$ cat src/ex_pkg.sv
// Shared width, operation encodings and types for the execute stage, imported by each design file
package ex_pkg;

  //////////////////////////////
  // Widths
  //////////////////////////////

  // Default datapath width, passed down from the top level
  localparam int XLEN       = 32;
  // Register file has 32 entries
  localparam int REG_ADDR_W = 5;

  typedef logic [REG_ADDR_W-1:0] reg_addr_t;

  //////////////////////////////
  // Operation encodings
  //////////////////////////////

  // Functional unit select from decode
  typedef enum logic {
    UNIT_ALU = 1'b0,
    UNIT_MD  = 1'b1
  } unit_e;

  // Single-cycle ALU operations
  typedef enum logic [3:0] {
    ALU_ADD  = 4'h0,
    ALU_SUB  = 4'h1,
    ALU_AND  = 4'h2,
    ALU_OR   = 4'h3,
    ALU_XOR  = 4'h4,
    ALU_SLL  = 4'h5,
    ALU_SRL  = 4'h6,
    ALU_SRA  = 4'h7,
    ALU_SLT  = 4'h8,
    ALU_SLTU = 4'h9
  } alu_op_e;

  // Multiply function on the left of each name, divide function on the right
  typedef enum logic [1:0] {
    MD_MUL_DIV    = 2'b00,
    MD_MULH_DIVU  = 2'b01,
    MD_MULHSU_REM = 2'b10,
    MD_MULHU_REMU = 2'b11
  } md_fn_e;

  // Multiply/divide view of the operation word
  typedef struct packed {
    logic   is_div;
    logic   spare;
    md_fn_e fn;
  } md_op_t;

  // One operation word, read as ALU or MD op depending on unit_e
  typedef union packed {
    alu_op_e alu;
    md_op_t  md;
  } ex_op_u;

endpackage

$ cat src/md_unit_if.sv
// Issue and result handshake between the execute stage and one multicycle unit
`timescale 1ns/1ps

interface md_unit_if #(
  parameter int DATA_W = 32
);
  import ex_pkg::*;

  // Issue side
  logic              start;
  logic              busy_n;
  md_fn_e            fn;
  logic [DATA_W-1:0] op_a;
  logic [DATA_W-1:0] op_b;

  // Result side, result valid while done is high
  logic [DATA_W-1:0] result;
  logic              done;
  logic              ack;

  // Execute stage view
  modport stage (
    output start, fn, op_a, op_b, ack,
    input  busy_n, result, done
  );

  // Multiplier or divider view
  modport unit (
    input  start, fn, op_a, op_b, ack,
    output busy_n, result, done
  );

endinterface

$ cat src/ex_alu.sv
// Combinational integer ALU of the execute stage, instantiated once by ex_stage
`timescale 1ns/1ps

module ex_alu #(
  parameter int DATA_W = 32
) (
  input  ex_pkg::alu_op_e   operator_i,
  input  logic [DATA_W-1:0] operand_a_i,
  input  logic [DATA_W-1:0] operand_b_i,
  output logic [DATA_W-1:0] result_o
);
  import ex_pkg::*;

  // Shift amount taken from the low bits of operand b
  localparam int SHAMT_W = $clog2(DATA_W);

  logic [SHAMT_W-1:0] shamt;
  logic [DATA_W-1:0]  sum;
  logic [DATA_W-1:0]  diff;
  logic               lt_signed;
  logic               lt_unsigned;

  assign shamt = operand_b_i[SHAMT_W-1:0];

  //////////////////////////////
  // Adder and comparators
  //////////////////////////////

  assign sum         = operand_a_i + operand_b_i;
  assign diff        = operand_a_i - operand_b_i;
  assign lt_signed   = $signed(operand_a_i) < $signed(operand_b_i);
  assign lt_unsigned = operand_a_i < operand_b_i;

  //////////////////////////////
  // Result select
  //////////////////////////////

  always_comb begin
    unique case (operator_i)
      ALU_ADD:  result_o = sum;
      ALU_SUB:  result_o = diff;
      ALU_AND:  result_o = operand_a_i & operand_b_i;
      ALU_OR:   result_o = operand_a_i | operand_b_i;
      ALU_XOR:  result_o = operand_a_i ^ operand_b_i;
      // Logical shifts fill with zeros
      ALU_SLL:  result_o = operand_a_i << shamt;
      ALU_SRL:  result_o = operand_a_i >> shamt;
      // Arithmetic shift keeps the sign bit
      ALU_SRA:  result_o = $unsigned($signed(operand_a_i) >>> shamt);
      // Compare results land in bit 0
      ALU_SLT:  result_o = {{(DATA_W-1){1'b0}}, lt_signed};
      ALU_SLTU: result_o = {{(DATA_W-1){1'b0}}, lt_unsigned};
      // Unused encodings give zero
      default:  result_o = '0;
    endcase
  end

endmodule

$ cat src/ex_mult.sv
// Two-cycle multiplier for MUL, MULH, MULHSU and MULHU, driven by ex_stage over md_unit_if
`timescale 1ns/1ps

module ex_mult #(
  parameter int DATA_W = 32
) (
  input logic     clk,
  input logic     rst_n,
  md_unit_if.unit md_o
);
  import ex_pkg::*;

  typedef enum logic [1:0] {
    ST_IDLE,
    ST_BUSY,
    ST_DONE
  } mult_state_e;

  mult_state_e              state_q;
  logic                     latch;
  logic                     a_signed;
  logic                     b_signed;
  md_fn_e                   fn_q;
  // Operands carry one extra bit so one signed multiply covers all variants
  logic signed [DATA_W:0]   a_q;
  logic signed [DATA_W:0]   b_q;
  logic signed [2*DATA_W+1:0] prod_full;
  logic [2*DATA_W-1:0]      prod_q;

  assign latch = md_o.start && md_o.busy_n;

  // MULH treats both as signed, MULHSU only a, MULHU neither
  assign a_signed = (md_o.fn == MD_MUL_DIV) || (md_o.fn == MD_MULH_DIVU)
                 || (md_o.fn == MD_MULHSU_REM);
  assign b_signed = (md_o.fn == MD_MUL_DIV) || (md_o.fn == MD_MULH_DIVU);

  assign prod_full = a_q * b_q;

  //////////////////////////////
  // Control FSM
  //////////////////////////////

  always_ff @(posedge clk or negedge rst_n) begin
    if (!rst_n) begin
      state_q <= ST_IDLE;
    end else begin
      unique case (state_q)
        ST_IDLE: if (latch) state_q <= ST_BUSY;
        // Abort when the stage drops start
        ST_BUSY: state_q <= md_o.start ? ST_DONE : ST_IDLE;
        ST_DONE: if (md_o.ack || !md_o.start) state_q <= ST_IDLE;
        default: state_q <= ST_IDLE;
      endcase
    end
  end

  // Operand capture and product register
  always_ff @(posedge clk) begin
    if (latch) begin
      fn_q <= md_o.fn;
      a_q  <= {a_signed & md_o.op_a[DATA_W-1], md_o.op_a};
      b_q  <= {b_signed & md_o.op_b[DATA_W-1], md_o.op_b};
    end
    if (state_q == ST_BUSY) begin
      prod_q <= prod_full[2*DATA_W-1:0];
    end
  end

  //////////////////////////////
  // Outputs
  //////////////////////////////

  assign md_o.busy_n = (state_q == ST_IDLE);
  assign md_o.done   = (state_q == ST_DONE);
  // Low word for MUL, high word for the three high variants
  assign md_o.result = (fn_q == MD_MUL_DIV) ? prod_q[DATA_W-1:0] : prod_q[2*DATA_W-1:DATA_W];

endmodule

$ cat src/ex_div.sv
// Iterative restoring divider for DIV, DIVU, REM and REMU, driven by ex_stage over md_unit_if
`timescale 1ns/1ps

module ex_div #(
  parameter int DATA_W = 32
) (
  input logic     clk,
  input logic     rst_n,
  md_unit_if.unit md_o
);
  import ex_pkg::*;

  localparam int CNT_W = $clog2(DATA_W);

  typedef enum logic [1:0] {
    ST_IDLE,
    ST_RUN,
    ST_DONE
  } div_state_e;

  div_state_e        state_q;
  logic              latch;
  logic              is_signed;
  logic              a_neg;
  logic              b_neg;
  logic              b_zero;
  logic              overflow;
  logic [DATA_W-1:0] abs_a;
  logic [DATA_W-1:0] abs_b;
  md_fn_e            fn_q;
  logic [CNT_W-1:0]  cnt_q;
  logic [DATA_W-1:0] quot_q;
  logic [DATA_W-1:0] rem_q;
  logic [DATA_W-1:0] divisor_q;
  logic              neg_q_q;
  logic              neg_r_q;
  logic [DATA_W:0]   shifted;
  logic [DATA_W:0]   trial;
  logic [DATA_W-1:0] quot_res;
  logic [DATA_W-1:0] rem_res;

  assign latch = md_o.start && md_o.busy_n;

  //////////////////////////////
  // Setup decode
  //////////////////////////////

  // DIV and REM are the signed functions
  assign is_signed = (md_o.fn == MD_MUL_DIV) || (md_o.fn == MD_MULHSU_REM);
  assign a_neg     = is_signed && md_o.op_a[DATA_W-1];
  assign b_neg     = is_signed && md_o.op_b[DATA_W-1];
  assign abs_a     = a_neg ? -md_o.op_a : md_o.op_a;
  assign abs_b     = b_neg ? -md_o.op_b : md_o.op_b;
  assign b_zero    = (md_o.op_b == '0);
  // Most negative value divided by minus one
  assign overflow  = is_signed && (md_o.op_a == {1'b1, {(DATA_W-1){1'b0}}})
                  && (md_o.op_b == '1);

  // One restoring step, next dividend bit shifted into the partial remainder
  assign shifted = {rem_q, quot_q[DATA_W-1]};
  assign trial   = shifted - {1'b0, divisor_q};

  //////////////////////////////
  // Control FSM
  //////////////////////////////

  always_ff @(posedge clk or negedge rst_n) begin
    if (!rst_n) begin
      state_q <= ST_IDLE;
    end else begin
      unique case (state_q)
        // Special cases finish right after setup
        ST_IDLE: begin
          if (latch) state_q <= (b_zero || overflow) ? ST_DONE : ST_RUN;
        end
        ST_RUN: begin
          if (!md_o.start) state_q <= ST_IDLE;
          else if (cnt_q == CNT_W'(DATA_W-1)) state_q <= ST_DONE;
        end
        ST_DONE: if (md_o.ack || !md_o.start) state_q <= ST_IDLE;
        default: state_q <= ST_IDLE;
      endcase
    end
  end

  // Datapath registers
  always_ff @(posedge clk) begin
    if (latch) begin
      fn_q  <= md_o.fn;
      cnt_q <= '0;
      if (b_zero) begin
        // Quotient all ones, remainder is the dividend
        quot_q  <= '1;
        rem_q   <= md_o.op_a;
        neg_q_q <= 1'b0;
        neg_r_q <= 1'b0;
      end else if (overflow) begin
        quot_q  <= md_o.op_a;
        rem_q   <= '0;
        neg_q_q <= 1'b0;
        neg_r_q <= 1'b0;
      end else begin
        quot_q    <= abs_a;
        rem_q     <= '0;
        divisor_q <= abs_b;
        neg_q_q   <= a_neg ^ b_neg;
        // Remainder takes the sign of the dividend
        neg_r_q   <= a_neg;
      end
    end else if (state_q == ST_RUN) begin
      cnt_q <= cnt_q + 1'b1;
      if (!trial[DATA_W]) begin
        rem_q  <= trial[DATA_W-1:0];
        quot_q <= {quot_q[DATA_W-2:0], 1'b1};
      end else begin
        rem_q  <= shifted[DATA_W-1:0];
        quot_q <= {quot_q[DATA_W-2:0], 1'b0};
      end
    end
  end

  //////////////////////////////
  // Sign fix and outputs
  //////////////////////////////

  assign quot_res = neg_q_q ? -quot_q : quot_q;
  assign rem_res  = neg_r_q ? -rem_q : rem_q;

  assign md_o.busy_n = (state_q == ST_IDLE);
  assign md_o.done   = (state_q == ST_DONE);
  assign md_o.result = ((fn_q == MD_MULHSU_REM) || (fn_q == MD_MULHU_REMU)) ? rem_res : quot_res;

endmodule

$ cat src/ex_stage.sv
// Execute stage top level with ALU, multiplier, divider and the EX/WB pipeline register
`timescale 1ns/1ps

module ex_stage #(
  parameter int DATA_W = ex_pkg::XLEN
) (
  input  logic              clk,
  input  logic              rst_n,
  // Instruction from decode
  input  logic              in_valid_i,
  output logic              in_ready_o,
  input  ex_pkg::unit_e     unit_sel_i,
  input  ex_pkg::ex_op_u    op_i,
  input  logic [DATA_W-1:0] operand_a_i,
  input  logic [DATA_W-1:0] operand_b_i,
  input  ex_pkg::reg_addr_t rd_addr_i,
  input  logic              rf_we_i,
  // Pipeline controller
  input  logic              kill_i,
  input  logic              halt_i,
  // Writeback side
  input  logic              wb_ready_i,
  output logic              wb_valid_o,
  output logic              wb_rf_we_o,
  output ex_pkg::reg_addr_t wb_rd_addr_o,
  output logic [DATA_W-1:0] wb_wdata_o
);
  import ex_pkg::*;

  logic              instr_valid;
  logic              sel_md;
  logic              sel_div;
  logic              unit_done;
  logic              ex_valid;
  logic [DATA_W-1:0] alu_result;
  logic [DATA_W-1:0] ex_result;

  md_unit_if #(.DATA_W(DATA_W)) mul_if ();
  md_unit_if #(.DATA_W(DATA_W)) div_if ();

  //////////////////////////////
  // Kill/halt gating
  //////////////////////////////

  // Kill and halt both hide the instruction from the units
  assign instr_valid = in_valid_i && !kill_i && !halt_i;
  assign sel_md      = (unit_sel_i == UNIT_MD);
  assign sel_div     = op_i.md.is_div;

  //////////////////////////////
  // Unit dispatch
  //////////////////////////////

  // Start is a level, held until the result leaves EX
  assign mul_if.start = instr_valid && sel_md && !sel_div;
  assign mul_if.fn    = op_i.md.fn;
  assign mul_if.op_a  = operand_a_i;
  assign mul_if.op_b  = operand_b_i;
  assign mul_if.ack   = wb_ready_i;

  assign div_if.start = instr_valid && sel_md && sel_div;
  assign div_if.fn    = op_i.md.fn;
  assign div_if.op_a  = operand_a_i;
  assign div_if.op_b  = operand_b_i;
  assign div_if.ack   = wb_ready_i;

  ex_alu #(.DATA_W(DATA_W)) i_ex_alu (
    .operator_i  (op_i.alu),
    .operand_a_i (operand_a_i),
    .operand_b_i (operand_b_i),
    .result_o    (alu_result)
  );

  ex_mult #(.DATA_W(DATA_W)) i_ex_mult (
    .clk   (clk),
    .rst_n (rst_n),
    .md_o  (mul_if.unit)
  );

  ex_div #(.DATA_W(DATA_W)) i_ex_div (
    .clk   (clk),
    .rst_n (rst_n),
    .md_o  (div_if.unit)
  );

  // ALU is always finished, MD waits for the selected unit
  assign unit_done = sel_md ? (sel_div ? div_if.done : mul_if.done) : 1'b1;
  assign ex_valid  = instr_valid && unit_done;

  // Killed instruction leaves EX at once
  assign in_ready_o = kill_i || (!halt_i && wb_ready_i && unit_done);

  //////////////////////////////
  // Result mux
  //////////////////////////////

  always_comb begin
    unique case ({sel_md, sel_div})
      2'b10:   ex_result = mul_if.result;
      2'b11:   ex_result = div_if.result;
      default: ex_result = alu_result;
    endcase
  end

  //////////////////////////////
  // EX/WB pipeline register
  //////////////////////////////

  // Valid and write enable track bubbles
  always_ff @(posedge clk or negedge rst_n) begin
    if (!rst_n) begin
      wb_valid_o <= 1'b0;
      wb_rf_we_o <= 1'b0;
    end else if (wb_ready_i) begin
      wb_valid_o <= ex_valid;
      wb_rf_we_o <= ex_valid && rf_we_i;
    end
  end

  // Address and data only move with a finished instruction
  always_ff @(posedge clk) begin
    if (wb_ready_i && ex_valid) begin
      wb_rd_addr_o <= rd_addr_i;
      wb_wdata_o   <= ex_result;
    end
  end

endmodule

$ cat config.mk
export PLATFORM = sky130hd
export DESIGN_NAME = ex_stage
export DESIGN_NICKNAME = d
export VERILOG_FILES = /design/src/ex_pkg.sv /design/src/md_unit_if.sv /design/src/ex_alu.sv /design/src/ex_mult.sv /design/src/ex_div.sv /design/src/ex_stage.sv
export SDC_FILE = /design/constraint.sdc
export NUM_CORES = 2
export LEC_CHECK = 0
export BUFFER_PORTS_ARGS = -buffer_cell sky130_fd_sc_hd__buf_4
export CAP_MARGIN = 20
export CORE_ASPECT_RATIO = 1.25
export CORE_MARGIN = 5
export CORE_UTILIZATION = 45
export DETAILED_ROUTE_END_ITERATION = 16
export SYNTH_ARGS = -nofsm -noshare
export SYNTH_HDL_FRONTEND = slang
export SYNTH_SLANG_ARGS = --single-unit
$ cat constraint.sdc
create_clock -name clk -period 25 [get_ports clk]
set_input_delay 3.75 -clock clk [delete_from_list [all_inputs] [get_ports clk]]
set_output_delay 3.75 -clock clk [all_outputs]
set_load 0.03 [all_outputs]
==> tab_implementation.tex <==
\begin{tabular}{lr}
\hline
Metric & Value \\
\hline
\multicolumn{2}{l}{\textbf{Outcome}} \\
\quad Result of the run & completed \\
\multicolumn{2}{l}{\textbf{Clock tree}} \\
\quad Number of buffers inserted by post-CTS setup repair & 0 \\
\quad Total of cells resized after clock tree synthesis & 0 \\
\quad Maximum level of the CTS H-tree & 2 \\
\quad TritonCTS clock tree & built \\
\quad Clk sink count & 279 \\
\quad Register clock-pin slew on the reported worst setup and hold paths & 0.06 ns \\
\quad Bufs on Longest Clock Path & 3 \\
\quad Root Buffer & sky130\_fd\_sc\_hd\_\_clkbuf\_16 \\
\quad Number of clock buffers inserted by TritonCTS & 34 \\
\quad Number of buffers inserted for hold repair after clock tree synthesis & 0 \\
\quad Clock latency at the later pin of the worst-skew pair & 0.58 ns \\
\multicolumn{2}{l}{\textbf{Critical path}} \\
\quad CP Launch Point & i\_ex\_mult.a\_q[19]\$\_DFFE\_PP\_ \\
\quad Worst-path cell with the longest stage delay & sky130\_fd\_sc\_hd\_\_o21ai\_0 \\
\quad Max FO, Critical Path & 33 \\
\quad Kind of capture point of the worst setup path & flop \\
\quad Critical path data required time & 25.32 ns \\
\quad Longest individual stage delay on the worst path & 0.83 ns \\
\quad Type of the worst setup path & reg -> reg \\
\quad Sort of element at the start of the critical path & flop \\
\quad Kind of cell adding the most delay to the critical path & adder cells \\
\quad Most used cell along the critical path & sky130\_fd\_sc\_hd\_\_fa\_1 \\
\quad Data arrival time of the worst path & 9.08 ns \\
\quad Worst path buffer plus inverter count & 7 \\
\quad Reg-to-reg startpoint & i\_ex\_mult.a\_q[19]\$\_DFFE\_PP\_ \\
\multicolumn{2}{l}{\textbf{Hold path}} \\
\quad Min-delay src & wb\_valid\_o\$\_DFFE\_PN0P\_ \\
\quad Hold/Removal Path Class & reg -> reg \\
\multicolumn{2}{l}{\textbf{Timing}} \\
\quad Hold slack & 0.486 ns \\
\quad Setup Skew & 0.0345 ns \\
\quad Setup Total Neg Slack & 0 ns \\
\quad Rel. slew slack & 18.5\% \\
\quad Period utilisation layout & 35.1\% \\
\quad Final Max Tran Viols & 0 \\
\quad RSZ-0062 raised after global routing & false \\
\quad Setup violation total in the final timing report & 0 \\
\quad Min cycle time layout & 8.76 ns \\
\quad Max Fclk & 114 MHz \\
\quad Final hold vios & 0 \\
\quad Transition at the pin with the smallest max-transition slack & 1.22 ns \\
\quad Final critical-path setup slack & 16.24 ns \\
\multicolumn{2}{l}{\textbf{Detailed routing}} \\
\quad Drt first-iter violations & 4102 \\
\quad DRC violations left & 0 \\
\quad Wire length per cell & 26.7 microns \\
\quad Antenna violation net count after detailed routing & 0 \\
\quad Via density per instance & 5.89 \\
\quad Total wirelength of the detailed-routed design & 225000 microns \\
\quad Routed vias & 49700 \\
\quad Pre-Repair DR Iteration Count & 7 \\
\multicolumn{2}{l}{\textbf{Cells and area}} \\
\quad Area growth, synth to finish & 6.11\% \\
\quad Final cell area excluding filler cells & 65300 sq um \\
\quad Leading cell types in the layout, fill and taps excluded & sky130\_fd\_sc\_hd\_\_inv\_1 (1222), sky130\_fd\_sc\_hd\_\_fa\_1 (1128), sky130\_fd\_sc\_hd\_\_nand2\_1 (733) \\
\quad Filler cell count & 13100 \\
\quad Share of final-layout standard cells stronger than drive strength 1 & 5.53\% \\
\quad NumNets Final & 8204 \\
\quad Most common cell after layout, fill and taps aside & sky130\_fd\_sc\_hd\_\_inv\_1 \\
\multicolumn{2}{l}{\textbf{Global routing}} \\
\quad Total routing resource utilization after global routing & 31.2\% \\
\quad Initial antenna violation count & 9 \\
\quad Vias in the first global route & 53200 \\
\quad Remaining Overflow, GRT & 0 \\
\quad Largest net degree at the start of global routing & 69 \\
\quad Global-route wire length before repair & 337000 microns \\
\multicolumn{2}{l}{\textbf{Die}} \\
\quad Height of the chip & 423 microns \\
\quad Overall die area & 144000 sq um \\
\quad Core area & 136000 sq um \\
\quad Boundary pin count & 121 \\
\quad Floorplan row count & 151 \\
\quad Chip Width & 341 microns \\
\quad Initial Util & 45.3\% \\
\multicolumn{2}{l}{\textbf{Placement}} \\
\quad Cell area after placement & 64100 sq um \\
\quad Worst slack at placement & 16.25 ns \\
\quad Number of input and output port buffers inserted & 120 \\
\quad Post-detailed-placement half-perimeter wirelength & 174000 microns \\
\quad Final weighted congestion in routability-driven placement & 1.02 \\
\multicolumn{2}{l}{\textbf{Power}} \\
\quad Static leakage power & 30.0 nW \\
\quad PwrDens & 104 nW/um\^{}2 \\
\quad Worst supply voltage drop on vdd & 0.000183 V \\
\quad Overall power consumption & 6.76 mW \\
\multicolumn{2}{l}{\textbf{Synthesis}} \\
\quad Synthesis-stage register bit count & 279 \\
\quad Leading register cell type out of synthesis & sky130\_fd\_sc\_hd\_\_edfxtp\_1 \\
\quad Async set-or-reset flop fraction in the synthesized netlist & 2.15\% \\
\quad Post-synthesis cell count & 6756 \\
\quad Cell types with the largest area share after synthesis & sky130\_fd\_sc\_hd\_\_fa\_1 (37\%), sky130\_fd\_sc\_hd\_\_edfxtp\_1 (13\%), sky130\_fd\_sc\_hd\_\_inv\_1 (7.5\%) \\
\quad Number of nets in the synthesized netlist & 8313 \\
\quad Syn. warnings & 0 \\
\quad Number of flops mapped to enable cells by yosys & 268 \\
\quad Share of the yosys chip area belonging to registers & 13.5\% \\
\quad Post-synthesis instance area & 61500 sq um \\
\quad Syn avg cell area & 9.10 sq um \\
\quad Unique cell type count in the Yosys netlist & 89 \\
\quad Biggest area consumer among synthesized cells & sky130\_fd\_sc\_hd\_\_fa\_1 \\
\quad Proportion of netlist area held by the largest area contributor & 36.7\% \\
\multicolumn{2}{l}{\textbf{Job}} \\
\quad Max-cap violations & 0 \\
\hline
\end{tabular}
layer usage:
layer	share of wire (%)	GRT usage [%]	vias to the layer above
met5	0	0	-
met4	8.1	19.6	0
met3	6.9	4.36	681
met2	48	53.1	2229
met1	37	37.3	25600
li1	-	-	21200
report_power, final:
group	switching, mW	internal, mW
Combinational	3.29	2.13
Sequential	0.0284	0.784
Clock	0.225	0.301
Total	3.55	3.22
kinds of logic after synthesis:
family,Yosys count,share of synthesized area [%]
AOI/OAI and AO/OA,1024,10.8
xor gates and xnor gates,242,3.45
buffers and inverters,1622,9.93
muxes,135,2.77
adders and majority gates,1476,43.8
DFF,279,13.5
and+or+nand+nor,1978,15.8
Yosys cell counts, types with 10 or more instances:
library cell and count:
sky130_fd_sc_hd__inv_1 1224, sky130_fd_sc_hd__nor2_1 318, sky130_fd_sc_hd__mux4_2 27, sky130_fd_sc_hd__o21ai_0 206, sky130_fd_sc_hd__ha_1 348, sky130_fd_sc_hd__mux2i_1 98, sky130_fd_sc_hd__a221oi_1 31, sky130_fd_sc_hd__mux2_2 10
sky130_fd_sc_hd__o211ai_1 42, sky130_fd_sc_hd__clkbuf_1 353, sky130_fd_sc_hd__and2_1 548, sky130_fd_sc_hd__or3_1 23, sky130_fd_sc_hd__o21bai_1 32, sky130_fd_sc_hd__a22oi_1 12, sky130_fd_sc_hd__o21a_1 20, sky130_fd_sc_hd__nor4_1 17
sky130_fd_sc_hd__a31oi_1 45, sky130_fd_sc_hd__nand2_1 733, sky130_fd_sc_hd__or2_2 10, sky130_fd_sc_hd__o22ai_1 19, sky130_fd_sc_hd__o31ai_1 48, sky130_fd_sc_hd__xor2_1 54, sky130_fd_sc_hd__a211oi_1 48, sky130_fd_sc_hd__a211o_1 15
sky130_fd_sc_hd__o21ai_1 22, sky130_fd_sc_hd__a21o_1 56, sky130_fd_sc_hd__nand2b_1 38, sky130_fd_sc_hd__nand3_1 63, sky130_fd_sc_hd__and3_1 23, sky130_fd_sc_hd__or4_1 12, sky130_fd_sc_hd__edfxtp_1 268, sky130_fd_sc_hd__nand4_1 37
sky130_fd_sc_hd__nor3_1 63, sky130_fd_sc_hd__fa_1 1128, sky130_fd_sc_hd__xnor2_1 188, sky130_fd_sc_hd__nor2b_1 59, sky130_fd_sc_hd__a21oi_1 278, sky130_fd_sc_hd__o41ai_1 20, sky130_fd_sc_hd__buf_1 31, sky130_fd_sc_hd__o2bb2ai_1 10
sky130_fd_sc_hd__o221ai_1 15
path summary, 6_finish.rpt:
kind / to / slack [ns] / cells past startpoint
max in group asynchronous: i_ex_div.state_q[0]$_DFFE_PN0P_ / 21.89 / 1
min in group asynchronous: i_ex_mult.state_q[0]$_DFFE_PN0P_ / 2.97 / 1
setup reg to reg: i_ex_mult.prod_q[59]$_DFFE_PP_ / 16.24 / 27
hold / removal: wb_valid_o$_DFFE_PN0P_ / 0.49 / 1
setup / recovery: i_ex_mult.prod_q[59]$_DFFE_PP_ / 16.24 / 27
hold reg to reg: wb_valid_o$_DFFE_PN0P_ / 0.49 / 1
worst reg2reg max path, cell delays in order (launching register included):
cell	delay, ns
sky130_fd_sc_hd__edfxtp_1	0.36
sky130_fd_sc_hd__buf_4	0.29
sky130_fd_sc_hd__and2_1	0.28
sky130_fd_sc_hd__fa_1	0.53
sky130_fd_sc_hd__inv_1	0.05
sky130_fd_sc_hd__fa_1	0.54
sky130_fd_sc_hd__inv_1	0.05
sky130_fd_sc_hd__fa_1	0.47
sky130_fd_sc_hd__inv_1	0.05
sky130_fd_sc_hd__fa_1	0.58
sky130_fd_sc_hd__fa_1	0.45
sky130_fd_sc_hd__fa_1	0.56
sky130_fd_sc_hd__inv_1	0.05
sky130_fd_sc_hd__fa_1	0.48
sky130_fd_sc_hd__inv_1	0.05
sky130_fd_sc_hd__fa_1	0.50
sky130_fd_sc_hd__inv_1	0.05
sky130_fd_sc_hd__ha_1	0.36
sky130_fd_sc_hd__and3_1	0.21
sky130_fd_sc_hd__and2_1	0.19
sky130_fd_sc_hd__a21oi_1	0.17
sky130_fd_sc_hd__a31oi_1	0.12
sky130_fd_sc_hd__o21ai_0	0.83
sky130_fd_sc_hd__a211oi_1	0.30
sky130_fd_sc_hd__o31a_1	0.38
sky130_fd_sc_hd__o2111ai_1	0.32
sky130_fd_sc_hd__a311o_1	0.24
sky130_fd_sc_hd__xnor2_1	0.06
through the flow:
step / util (%) / instances
CTS: 48.1 / 8425
finish: 48.1 / 8434
floorplan: - / 6756
global placement: 47.2 / 8364
detailed placement: 47.2 / 8366
global route: 48.1 / 8429
final cells by class:
type | count | area [sq um] | share of cell area, %
antenna | 5 | 12.5 | 0.0192
clock inverter | 18 | 218 | 0.334
timing repair buffer | 248 | 1870 | 2.87
clock buffer | 41 | 898 | 1.38
sequential | 279 | 8300 | 12.7
inverter | 1229 | 4610 | 7.07
multi-input combinational | 4855 | 47200 | 72.2
tap | 1759 | 2200 | 3.37
state kept, by name, summed over array words and instances (netlist names), 5 cells and up:
| signal | count |
|---|---|
| wb_wdata_o | 32 |
| i_ex_mult.prod_q | 64 |
| i_ex_div.quot_q | 32 |
| i_ex_div.cnt_q | 5 |
| wb_rd_addr_o | 5 |
| i_ex_div.divisor_q | 32 |
| i_ex_mult.b_q | 33 |
| i_ex_mult.a_q | 33 |
| i_ex_div.rem_q | 32 |
Note: power is estimated with default switching activity, not from simulation.
